$ cat src/cim_consts.svh
// Size and scaling constants for the compute-in-memory MAC accelerator.
// Include this wherever array dimensions, bit widths or the ADC range
// shift are needed. The package includes it for its type definitions.

`ifndef CIM_CONSTS_SVH
`define CIM_CONSTS_SVH

// Width of one two's-complement input element
`define CIM_IN_BITS 5

// Magnitude bit positions per input, one plane each
`define CIM_PLANES 4

// Inputs per vector, one array row each
`define CIM_ROWS 16

// Output columns of the array
`define CIM_COLS 4

// Signed ADC code width, range -8..7
`define CIM_ADC_BITS 4

// ADC reference range shift, applied to column sums and undone on results
`define CIM_ADC_SHIFT 1

// Signed accumulator and result width
`define CIM_ACC_BITS 10

`endif
$ cat src/cim_pkg.sv
// Shared types for the CIM MAC accelerator.
// Used by every RTL block and the testbench for ports and internal
// signals. Sizes come from the constants header.

`include "cim_consts.svh"

package cim_pkg;

    // One stored ternary weight
    typedef enum logic [1:0] {
        W_ZERO = 2'b00,
        W_POS  = 2'b01,
        W_NEG  = 2'b10
    } trit_e;

    // One array row, a trit per column
    typedef trit_e [`CIM_COLS-1:0] weight_row_t;

    // One bit position of every input, split by sign
    typedef struct packed {
        logic [`CIM_ROWS-1:0] p;
        logic [`CIM_ROWS-1:0] n;
    } plane_t;

    // All magnitude planes of one input vector, plane 0 is the LSB
    typedef plane_t [`CIM_PLANES-1:0] plane_set_t;

    typedef logic signed [`CIM_IN_BITS-1:0] mac_word_t;
    typedef mac_word_t [`CIM_ROWS-1:0] mac_in_t;

    typedef logic signed [`CIM_ADC_BITS-1:0] adc_code_t;
    typedef adc_code_t [`CIM_COLS-1:0] adc_codes_t;

    typedef logic signed [`CIM_ACC_BITS-1:0] acc_word_t;
    typedef acc_word_t [`CIM_COLS-1:0] mac_out_t;

    // Row write request for the weight array
    typedef struct packed {
        logic                          en;
        logic [$clog2(`CIM_ROWS)-1:0]  row;
        weight_row_t                   data;
    } wr_req_t;

endpackage

$ cat src/seq_acc_top.sv
// Top level of the bit-serial CIM MAC accelerator.
// Accepts a 16-element input vector on mac_valid_i while ready_o is
// high and returns four signed column results with a one-cycle valid_o
// pulse six edges later. Weights are written a row at a time via wr_i.

`timescale 1ns/1ps

module seq_acc_top (
    input  logic              clk,
    input  logic              nrst,
    input  logic              mac_valid_i,
    input  cim_pkg::mac_in_t  mac_data_i,
    input  cim_pkg::wr_req_t  wr_i,
    output logic              ready_o,
    output logic              valid_o,
    output cim_pkg::mac_out_t mac_data_o
);
    import cim_pkg::*;

    logic       load;
    logic       mac_en;
    logic       acc_first;
    logic       acc_en;
    plane_set_t planes;
    plane_t     plane;
    adc_codes_t adc_codes;

    seq_ctrl u_seq_ctrl (
        .clk         (clk),
        .nrst        (nrst),
        .mac_valid_i (mac_valid_i),
        .ready_o     (ready_o),
        .load_o      (load),
        .mac_en_o    (mac_en),
        .acc_first_o (acc_first),
        .acc_en_o    (acc_en),
        .valid_o     (valid_o)
    );

    twos_to_bipolar u_twos_to_bipolar (
        .data_i   (mac_data_i),
        .planes_o (planes)
    );

    bit_plane_piso u_bit_plane_piso (
        .clk      (clk),
        .nrst     (nrst),
        .load_i   (load),
        .planes_i (planes),
        .plane_o  (plane)
    );

    cim_macro_model u_cim_macro_model (
        .clk      (clk),
        .nrst     (nrst),
        .wr_i     (wr_i),
        .mac_en_i (mac_en),
        .plane_i  (plane),
        .adc_o    (adc_codes)
    );

    shift_accumulator u_shift_accumulator (
        .clk         (clk),
        .nrst        (nrst),
        .acc_en_i    (acc_en),
        .acc_first_i (acc_first),
        .adc_i       (adc_codes),
        .mac_data_o  (mac_data_o)
    );

endmodule

$ cat src/shift_accumulator.sv
// Per-column shift-and-add accumulator for the ADC codes.
// Codes arrive LSB plane first. Each code enters at the top weight and
// the running sum shifts right, so after all planes every column holds
// the sum of code_k * 2^k. The result is scaled back by the ADC shift.

`timescale 1ns/1ps
`include "cim_consts.svh"

module shift_accumulator (
    input  logic                clk,
    input  logic                nrst,
    input  logic                acc_en_i,
    input  logic                acc_first_i,
    input  cim_pkg::adc_codes_t adc_i,
    output cim_pkg::mac_out_t   mac_data_o
);
    import cim_pkg::*;

    mac_out_t acc_q;
    mac_out_t code_term;

    // Sign-extend and weight by the MSB plane position
    always_comb begin
        for (int c = 0; c < `CIM_COLS; c++) begin
            code_term[c] = acc_word_t'($signed(adc_i[c])) <<< (`CIM_PLANES - 1);
        end
    end

    always_ff @(posedge clk) begin
        if (!nrst) begin
            acc_q <= '0;
        end else if (acc_en_i) begin
            for (int c = 0; c < `CIM_COLS; c++) begin
                if (acc_first_i) begin
                    acc_q[c] <= code_term[c];
                end else begin
                    acc_q[c] <= ($signed(acc_q[c]) >>> 1) + code_term[c];
                end
            end
        end
    end

    // Undo the ADC reference range shift
    always_comb begin
        for (int c = 0; c < `CIM_COLS; c++) begin
            mac_data_o[c] = acc_q[c] <<< `CIM_ADC_SHIFT;
        end
    end

    assert property (@(posedge clk) disable iff (!nrst) acc_first_i |-> acc_en_i)
        else $error("acc_first without acc_en");

endmodule

$ cat src/seq_ctrl.sv
// Sequencer for the bit-serial MAC pipeline.
// A shift register tracks each accepted item through plane shifting,
// ADC conversion and accumulation. Every control level is decoded from
// the tracker bits, so two items can be in flight at once.

`timescale 1ns/1ps
`include "cim_consts.svh"

module seq_ctrl (
    input  logic clk,
    input  logic nrst,
    input  logic mac_valid_i,
    output logic ready_o,
    output logic load_o,
    output logic mac_en_o,
    output logic acc_first_o,
    output logic acc_en_o,
    output logic valid_o
);

    // One stage per plane plus ADC latency plus result stage
    localparam int STAGES = `CIM_PLANES + 2;

    logic [STAGES-1:0] tracker_q;

    always_ff @(posedge clk) begin
        if (!nrst) begin
            tracker_q <= '0;
        end else begin
            tracker_q <= {tracker_q[STAGES-2:0], load_o};
        end
    end

    // Busy while the PISO still has more than one plane left
    assign ready_o = ~|tracker_q[`CIM_PLANES-2:0];
    assign load_o  = mac_valid_i & ready_o;

    // Planes are presented in the first PLANES stages
    assign mac_en_o = |tracker_q[`CIM_PLANES-1:0];

    // ADC codes trail the planes by one cycle
    assign acc_first_o = tracker_q[1];
    assign acc_en_o    = |tracker_q[`CIM_PLANES:1];

    assign valid_o = tracker_q[STAGES-1];

    assert property (@(posedge clk) disable iff (!nrst) valid_o |=> !valid_o)
        else $error("valid_o high in consecutive cycles");

    // Acceptance needs ready and then blocks the next three cycles
    assert property (@(posedge clk) disable iff (!nrst)
        load_o |-> ready_o ##1 (!ready_o) [*3])
        else $error("acceptance without ready or busy window broken");

endmodule

$ cat src/cim_macro_model.sv
// Digital model of the compute-in-memory array and its column ADCs.
// Holds one ternary weight per row and column, written a row at a time.
// With mac_en_i high, each column sums weight x (p - n) over all rows,
// scales by the ADC range shift, clamps to the code range and
// registers the code. Codes hold while mac_en_i is low.

`timescale 1ns/1ps
`include "cim_consts.svh"

module cim_macro_model (
    input  logic                clk,
    input  logic                nrst,
    input  cim_pkg::wr_req_t    wr_i,
    input  logic                mac_en_i,
    input  cim_pkg::plane_t     plane_i,
    output cim_pkg::adc_codes_t adc_o
);
    import cim_pkg::*;

    // Column sum spans -ROWS..ROWS
    localparam int SUM_W   = $clog2(`CIM_ROWS) + 2;
    localparam int ADC_MAX = 2 ** (`CIM_ADC_BITS - 1) - 1;
    localparam int ADC_MIN = -(2 ** (`CIM_ADC_BITS - 1));

    weight_row_t             weights_q [`CIM_ROWS];
    logic signed [SUM_W-1:0] col_sum   [`CIM_COLS];
    logic signed [SUM_W-1:0] scaled    [`CIM_COLS];
    adc_codes_t              code_d;
    adc_codes_t              adc_q;

    // Weight storage
    always_ff @(posedge clk) begin
        if (!nrst) begin
            for (int r = 0; r < `CIM_ROWS; r++) begin
                for (int c = 0; c < `CIM_COLS; c++) begin
                    weights_q[r][c] <= W_ZERO;
                end
            end
        end else if (wr_i.en) begin
            weights_q[wr_i.row] <= wr_i.data;
        end
    end

    // Exact column sums of the current plane
    always_comb begin
        for (int c = 0; c < `CIM_COLS; c++) begin
            col_sum[c] = '0;
            for (int r = 0; r < `CIM_ROWS; r++) begin
                case (weights_q[r][c])
                    W_POS: col_sum[c] = col_sum[c] + SUM_W'(plane_i.p[r])
                                                   - SUM_W'(plane_i.n[r]);
                    W_NEG: col_sum[c] = col_sum[c] - SUM_W'(plane_i.p[r])
                                                   + SUM_W'(plane_i.n[r]);
                    default: col_sum[c] = col_sum[c];
                endcase
            end
        end
    end

    // ADC transfer
    always_comb begin
        for (int c = 0; c < `CIM_COLS; c++) begin
            scaled[c] = col_sum[c] >>> `CIM_ADC_SHIFT;
            if (int'(scaled[c]) > ADC_MAX) begin
                code_d[c] = adc_code_t'(ADC_MAX);
            end else if (int'(scaled[c]) < ADC_MIN) begin
                code_d[c] = adc_code_t'(ADC_MIN);
            end else begin
                code_d[c] = scaled[c][`CIM_ADC_BITS-1:0];
            end
        end
    end

    always_ff @(posedge clk) begin
        if (!nrst) begin
            adc_q <= '0;
        end else if (mac_en_i) begin
            adc_q <= code_d;
        end
    end

    assign adc_o = adc_q;

    // Weights must be stable while planes are being converted
    assert property (@(posedge clk) disable iff (!nrst) wr_i.en |-> !mac_en_i)
        else $error("weight write during active MAC");

endmodule

$ cat src/bit_plane_piso.sv
// Parallel-in serial-out buffer for the input bit-planes.
// All planes load on load_i; otherwise the buffer shifts down by one
// plane per cycle so the array sees LSB first. Zeros fill from the top.

`timescale 1ns/1ps
`include "cim_consts.svh"

module bit_plane_piso (
    input  logic                clk,
    input  logic                nrst,
    input  logic                load_i,
    input  cim_pkg::plane_set_t planes_i,
    output cim_pkg::plane_t     plane_o
);
    import cim_pkg::*;

    plane_set_t planes_q;

    always_ff @(posedge clk) begin
        if (!nrst) begin
            planes_q <= '0;
        end else if (load_i) begin
            planes_q <= planes_i;
        end else begin
            // Drop the plane just consumed
            planes_q <= {plane_t'('0), planes_q[`CIM_PLANES-1:1]};
        end
    end

    assign plane_o = planes_q[0];

endmodule

$ cat src/twos_to_bipolar.sv
// Splits a vector of two's-complement inputs into sign-separated
// magnitude bit-planes. Purely combinational, feeds the PISO buffer.
// The most negative input saturates to the largest magnitude.

`timescale 1ns/1ps
`include "cim_consts.svh"

module twos_to_bipolar (
    input  cim_pkg::mac_in_t    data_i,
    output cim_pkg::plane_set_t planes_o
);
    import cim_pkg::*;

    mac_word_t              abs_val [`CIM_ROWS];
    logic [`CIM_PLANES-1:0] mag     [`CIM_ROWS];
    logic [`CIM_ROWS-1:0]   neg;

    always_comb begin
        for (int r = 0; r < `CIM_ROWS; r++) begin
            neg[r] = data_i[r][`CIM_IN_BITS-1];
            abs_val[r] = neg[r] ? (~data_i[r] + 1'b1) : data_i[r];
            // Only -16 leaves the MSB set after negation
            if (abs_val[r][`CIM_IN_BITS-1]) begin
                mag[r] = '1;
            end else begin
                mag[r] = abs_val[r][`CIM_PLANES-1:0];
            end
        end
    end

    // Transpose row magnitudes into per-bit planes
    always_comb begin
        for (int k = 0; k < `CIM_PLANES; k++) begin
            for (int r = 0; r < `CIM_ROWS; r++) begin
                planes_o[k].p[r] = mag[r][k] & ~neg[r];
                planes_o[k].n[r] = mag[r][k] & neg[r];
            end
        end
    end

endmodule

$ cat config.mk
export PLATFORM = sky130hd
export DESIGN_NAME = seq_acc_top
export DESIGN_NICKNAME = d
export VERILOG_FILES = /design/src/cim_pkg.sv /design/src/seq_acc_top.sv /design/src/shift_accumulator.sv /design/src/seq_ctrl.sv /design/src/cim_macro_model.sv /design/src/bit_plane_piso.sv /design/src/twos_to_bipolar.sv
export VERILOG_INCLUDE_DIRS = /design/src /design/src/src
export SDC_FILE = /design/constraint.sdc
export NUM_CORES = 2
export LEC_CHECK = 0
export BUFFER_PORTS_ARGS = -buffer_cell sky130_fd_sc_hd__buf_4
export CORE_UTILIZATION = 25
export DETAILED_ROUTE_END_ITERATION = 16
export GPL_TIMING_DRIVEN = 1
export PLACE_DENSITY = 0.46
export SLEW_MARGIN = 15
export SYNTH_ARGS = -nofsm -noshare
export SYNTH_HDL_FRONTEND = slang
export SYNTH_SLANG_ARGS = --single-unit
$ cat constraint.sdc
create_clock -name clk -period 24.7 [get_ports clk]
set_input_delay 4.94 -clock clk [delete_from_list [all_inputs] [get_ports clk]]
set_output_delay 4.94 -clock clk [all_outputs]
set_load 0.02 [all_outputs]
==> tab_implementation.tex <==
\begin{tabular}{lr}
\hline
Metric & Value \\
\hline
\multicolumn{2}{l}{\textbf{Status}} \\
Outcome & complete, no violations \\
\multicolumn{2}{l}{\textbf{STA}} \\
Pins over their slew limit & 0 \\
Setup violations, final & 0 \\
Highest clock frequency the design can meet & 47.1 MHz \\
Share of the clock period used by the worst path & 85.9\% \\
Pin slew with the least headroom to its limit & 1.04 ns \\
Final critical path time including I/O delays and setup & 21.21 ns \\
Remaining max-slew budget at the tightest pin & 29.9\% \\
Hold Vio Cnt, Final & 0 \\
Worst-case clock skew & 0.0295 ns \\
Setup repair after global routing missed its margin & no \\
Accumulated negative setup slack & 0 ns \\
\multicolumn{2}{l}{\textbf{Clock tree}} \\
TritonCTS clock tree & done \\
Root cell of the clock tree & sky130\_fd\_sc\_hd\_\_clkbuf\_16 \\
Deepest clock path buffer count & 3 \\
Clk pin slew, worst setup/hold paths & 0.06 ns \\
Number of clock sinks & 318 \\
Clock latency of the later-clocked register in the worst-skew pair & 0.61 ns \\
Post-CTS Setup Inserts & 0 \\
Total clock buffers created by CTS & 44 \\
Hold\_buf cts & 0 \\
Resized Gates After CTS & 0 \\
H-Tree Level Count & 2 \\
\multicolumn{2}{l}{\textbf{Detailed routing}} \\
Total met3 wirelength after detailed routing & 3630 um \\
Number of antenna-violating nets in the routed design & 0 \\
Met2 WL post-DR & 68000 um \\
DR WL/cell & 15.9 um \\
Routed via count divided by cell count & 5.05 \\
Number of vias after detailed routing & 44313 \\
DR pass1 iterations & 6 \\
Wire length on met1 & 64100 um \\
Highest metal layer used by the detailed router & met4 \\
Final wirelength & 140000 um \\
DRC & 0 \\
Initial DRC count & 2568 \\
\multicolumn{2}{l}{\textbf{Final layout}} \\
Final design instance area without fill & 52600 um2 \\
Utilization of the core after routing & 27.6\% \\
Relative area change from synthesis to final layout & 9.70\% \\
Count of nets after finishing & 7068 \\
Share of layout cells above drive strength 1 & 6.10\% \\
Final standard cell count with taps included and fillers excluded & 8775 \\
\multicolumn{2}{l}{\textbf{Floorplan}} \\
Initial cell density of the core & 25.2\% \\
Core area & 190000 um2 \\
Number of rows in the core area & 160 \\
Die Y-Extent & 440 um \\
Top Ports & 138 \\
Die outline width & 440 um \\
Die area & 194000 um2 \\
\multicolumn{2}{l}{\textbf{Power and ir drop}} \\
Static Leak & 23.2 nW \\
Sequential group share of total power & 7.7\% \\
Power density over the cells & 153 nW/um2 \\
Total chip power & 0.00806 W \\
Switching Share & 52.9\% \\
Switching pwr & 0.00426 W \\
Clock power share & 8.1\% \\
Internal & 0.00379 W \\
Logic gate share of total power & 84.2\% \\
VDD IR max & 0.0931 mV \\
\multicolumn{2}{l}{\textbf{Worst setup path}} \\
Critical Path Start Type & flop \\
Start point of the critical path & u\_bit\_plane\_piso.plane\_o[0]\$\_SDFF\_PN0\_ \\
Crit path largest cell delay & 0.72 ns \\
Critical Path Slowest Stage Cell & sky130\_fd\_sc\_hd\_\_o31ai\_1 \\
Worst r2r path cells & 83 \\
Maximum fanout count along the critical path & 12 \\
Setup slack of the worst register-to-register path & 3.49 ns \\
FF-to-FF Start & u\_bit\_plane\_piso.plane\_o[0]\$\_SDFF\_PN0\_ \\
Crit path required time & 25.26 ns \\
Endpoint kind of the worst setup timing path & flop \\
Crit path capture & u\_cim\_macro\_model.adc\_o[12]\$\_SDFFE\_PN0P\_ \\
Capture instance of the worst register-to-register path & u\_cim\_macro\_model.adc\_o[12]\$\_SDFFE\_PN0P\_ \\
Data arrival time of the critical path & 21.77 ns \\
Crit Path Category & flop to flop \\
\multicolumn{2}{l}{\textbf{Synth}} \\
Portion of the post-synthesis area used by sequential elements & 15.9\% \\
Number of distinct library cells after synthesis & 142 \\
Ys flop type & sky130\_fd\_sc\_hd\_\_dfxtp\_1 \\
Synth Register Bits & 318 \\
Ys Warns & 0 \\
Share of async-settable or async-resettable flops after synthesis & 0\% \\
Instance count of the mapped netlist & 6262 \\
Post-synth EDFFs & 128 \\
Synthesized cell area & 48000 um2 \\
Syn avg cell area & 7.66 um2 \\
\multicolumn{2}{l}{\textbf{Placement}} \\
Weighted congestion reported at the end of routability-driven placement & 0.833 \\
Number of cells in the design after placement & 8693 \\
Post-detailed-placement half-perimeter wirelength & 111000 um \\
Cell area after placement & 51100 um2 \\
Number of I/O port buffers & 133 \\
\multicolumn{2}{l}{\textbf{Global route}} \\
Maximum number of pins on one net before global-route repair & 92 \\
Total overflow reported by the global router & 0 \\
Vias in the first global route & 43282 \\
Wire length of the first global-routing pass & 228000 um \\
Number of antenna violations at the first check in global routing & 9 \\
Total global routing track utilization & 14.1\% \\
\multicolumn{2}{l}{\textbf{Worst hold path}} \\
Kind of path behind the tightest hold check & flop to flop \\
\multicolumn{2}{l}{\textbf{Job}} \\
Number of max-cap violations & 0 \\
\hline
\end{tabular}
state kept, by name, summed over array words and instances, names as in the netlist:
signal                          count
u_bit_plane_piso.plane_o           32
u_cim_macro_model.adc_o            16
u_shift_accumulator.acc_q           4
u_shift_accumulator.mac_data_o     36
u_cim_macro_model.weights_q       128
u_bit_plane_piso.planes_q          96
u_seq_ctrl.tracker_q                6
logic make-up (layout without fill, tap and decap cells):
group | count (synthesis) | count (layout) | share of synthesized area, %
compound gates | 2162 | 2162 | 30.5
simple gates | 1506 | 1506 | 15.4
buf+inv | 1198 | 1194 | 10.1
fa+ha+maj | 744 | 744 | 21.5
flops | 318 | 318 | 15.9
xor+xnor | 247 | 247 | 4.78
mux | 86 | 86 | 1.88
other cells | 1 | 7 | 0.00782
cell usage in the layout (no fill, tap or decap), types with 25 or more instances in the layout:
master | Yosys | layout
sky130_fd_sc_hd__a221o_1 | 85 | 85
sky130_fd_sc_hd__mux2i_1 | 59 | 59
sky130_fd_sc_hd__ha_1 | 612 | 612
sky130_fd_sc_hd__or2_2 | 26 | 26
sky130_fd_sc_hd__dfxtp_1 | 190 | 189
sky130_fd_sc_hd__o22ai_1 | 88 | 88
sky130_fd_sc_hd__o221ai_1 | 111 | 111
sky130_fd_sc_hd__fa_1 | 132 | 132
sky130_fd_sc_hd__a31oi_1 | 46 | 46
sky130_fd_sc_hd__o31ai_1 | 30 | 30
sky130_fd_sc_hd__o211ai_1 | 65 | 65
sky130_fd_sc_hd__nor2_1 | 304 | 304
sky130_fd_sc_hd__buf_4 | 44 | 169
sky130_fd_sc_hd__a211oi_1 | 34 | 34
sky130_fd_sc_hd__nor2b_1 | 71 | 71
sky130_fd_sc_hd__and2_1 | 160 | 159
sky130_fd_sc_hd__nand3_1 | 58 | 58
sky130_fd_sc_hd__nand2b_1 | 51 | 51
sky130_fd_sc_hd__nand3b_1 | 28 | 28
sky130_fd_sc_hd__o21bai_1 | 79 | 79
sky130_fd_sc_hd__inv_1 | 940 | 940
sky130_fd_sc_hd__clkbuf_16 | 0 | 47
sky130_fd_sc_hd__xnor2_1 | 189 | 189
sky130_fd_sc_hd__edfxtp_1 | 128 | 128
sky130_fd_sc_hd__a21o_1 | 206 | 206
sky130_fd_sc_hd__a221oi_1 | 72 | 72
sky130_fd_sc_hd__nand2_1 | 531 | 530
sky130_fd_sc_hd__nor3b_1 | 25 | 25
sky130_fd_sc_hd__nor3_1 | 114 | 114
sky130_fd_sc_hd__a22oi_1 | 100 | 100
sky130_fd_sc_hd__or3_1 | 32 | 32
sky130_fd_sc_hd__o21ai_0 | 407 | 405
sky130_fd_sc_hd__a21oi_1 | 572 | 572
sky130_fd_sc_hd__xor2_1 | 49 | 49
critical path, delay by kind of cell, from the launching register on:
family / cells / cell delay, ns
AOI/OAI and AO/OA: 38 / 9.70
adders and majority gates: 18 / 6.97
buffers and inverters: 16 / 2.42
DFF: 1 / 0.33
muxes: 2 / 0.47
and+or+nand+nor: 9 / 1.22
power by group through the flow:
| stage | Clock, W | Sequential, W | Combinational (W) |
|---|---|---|---|
| 2_1_floorplan | 0 | 0.000612 | 0.00550 |
| 3_3_place_gp | 0 | 0.000628 | 0.00663 |
| 3_5_place_dp | 0 | 0.000628 | 0.00671 |
| 4_1_cts | 0.000677 | 0.000618 | 0.00675 |
| 5_1_grt | 0.000697 | 0.000622 | 0.00766 |
| 6_report | 0.000656 | 0.000617 | 0.00678 |
worst min-delay path by stage:
stage                     cells after the start  slack [ns]                                  endpoint                                 startpoint
after detailed placement                      2        0.42  u_bit_plane_piso.planes_q[38]$_SDFF_PN0_   u_bit_plane_piso.planes_q[70]$_SDFF_PN0_
after global placement                        2        0.42  u_bit_plane_piso.planes_q[91]$_SDFF_PN0_  u_bit_plane_piso.planes_q[123]$_SDFF_PN0_
after global routing                          2        0.44  u_bit_plane_piso.planes_q[38]$_SDFF_PN0_   u_bit_plane_piso.planes_q[70]$_SDFF_PN0_
after CTS                                     2        0.43  u_bit_plane_piso.planes_q[74]$_SDFF_PN0_  u_bit_plane_piso.planes_q[106]$_SDFF_PN0_
final                                         2        0.43  u_bit_plane_piso.planes_q[38]$_SDFF_PN0_   u_bit_plane_piso.planes_q[70]$_SDFF_PN0_
after floorplan                               2        0.42  u_bit_plane_piso.planes_q[95]$_SDFF_PN0_  u_bit_plane_piso.planes_q[127]$_SDFF_PN0_
per-stage QoR:
| stage | setup WS [ns] | hold slack, ns |
|---|---|---|
| 2_1_floorplan | 6.52 | 0.417 |
| 5_1_grt | 1.30 | 0.444 |
| 3_5_place_dp | 3.44 | 0.425 |
| 4_1_cts | 3.31 | 0.429 |
| 6_report | 3.49 | 0.433 |
| 3_3_place_gp | 3.59 | 0.422 |
area by class of cell:
class	count	area, um2
repair buffers	169	1270
multi-input cells	4749	35500
clock buffers	58	1270
diodes	3	7.51
flip-flops and latches	318	7650
fillers	20549	138000
inverters	946	3560
clock inverters	21	193
well taps	2511	3140
synth_stat cells (25+ instances only):
cell type,instances,area share (%)
sky130_fd_sc_hd__a211oi_1,34,0.53
sky130_fd_sc_hd__a21o_1,206,3.2
sky130_fd_sc_hd__or3_1,32,0.42
sky130_fd_sc_hd__o31ai_1,30,0.47
sky130_fd_sc_hd__dfxtp_1,190,7.9
sky130_fd_sc_hd__o21bai_1,79,1.2
sky130_fd_sc_hd__xor2_1,49,0.89
sky130_fd_sc_hd__xnor2_1,189,3.5
sky130_fd_sc_hd__nor2b_1,71,0.93
sky130_fd_sc_hd__o22ai_1,88,1.1
sky130_fd_sc_hd__nor2_1,304,2.4
sky130_fd_sc_hd__a221oi_1,72,1.3
sky130_fd_sc_hd__nand2b_1,51,0.67
sky130_fd_sc_hd__clkbuf_1,160,1.3
sky130_fd_sc_hd__o211ai_1,65,1.0
sky130_fd_sc_hd__o221ai_1,111,2.0
sky130_fd_sc_hd__nand2_1,531,4.2
sky130_fd_sc_hd__nor3_1,114,1.2
sky130_fd_sc_hd__mux2i_1,59,1.2
sky130_fd_sc_hd__or2_2,26,0.34
sky130_fd_sc_hd__ha_1,612,16
sky130_fd_sc_hd__nand3b_1,28,0.44
sky130_fd_sc_hd__inv_1,940,7.4
sky130_fd_sc_hd__a221o_1,85,1.8
sky130_fd_sc_hd__edfxtp_1,128,8.0
sky130_fd_sc_hd__a22oi_1,100,1.6
sky130_fd_sc_hd__o21ai_0,407,4.2
sky130_fd_sc_hd__and2_1,160,2.1
sky130_fd_sc_hd__a31oi_1,46,0.60
sky130_fd_sc_hd__fa_1,132,5.5
sky130_fd_sc_hd__nor3b_1,25,0.39
sky130_fd_sc_hd__buf_4,44,0.69
sky130_fd_sc_hd__nand3_1,58,0.61
sky130_fd_sc_hd__a21oi_1,572,6.0
routing by layer:
| metal | GRT usage, % | vias up |
|---|---|---|
| met2 | 25.3 | 685 |
| met3 | 1.09 | 164 |
| li1 | - | 22348 |
| met1 | 18.0 | 21116 |
| met4 | 4.11 | 0 |
| met5 | 0 | - |
Power figures use the tool's default switching activity.
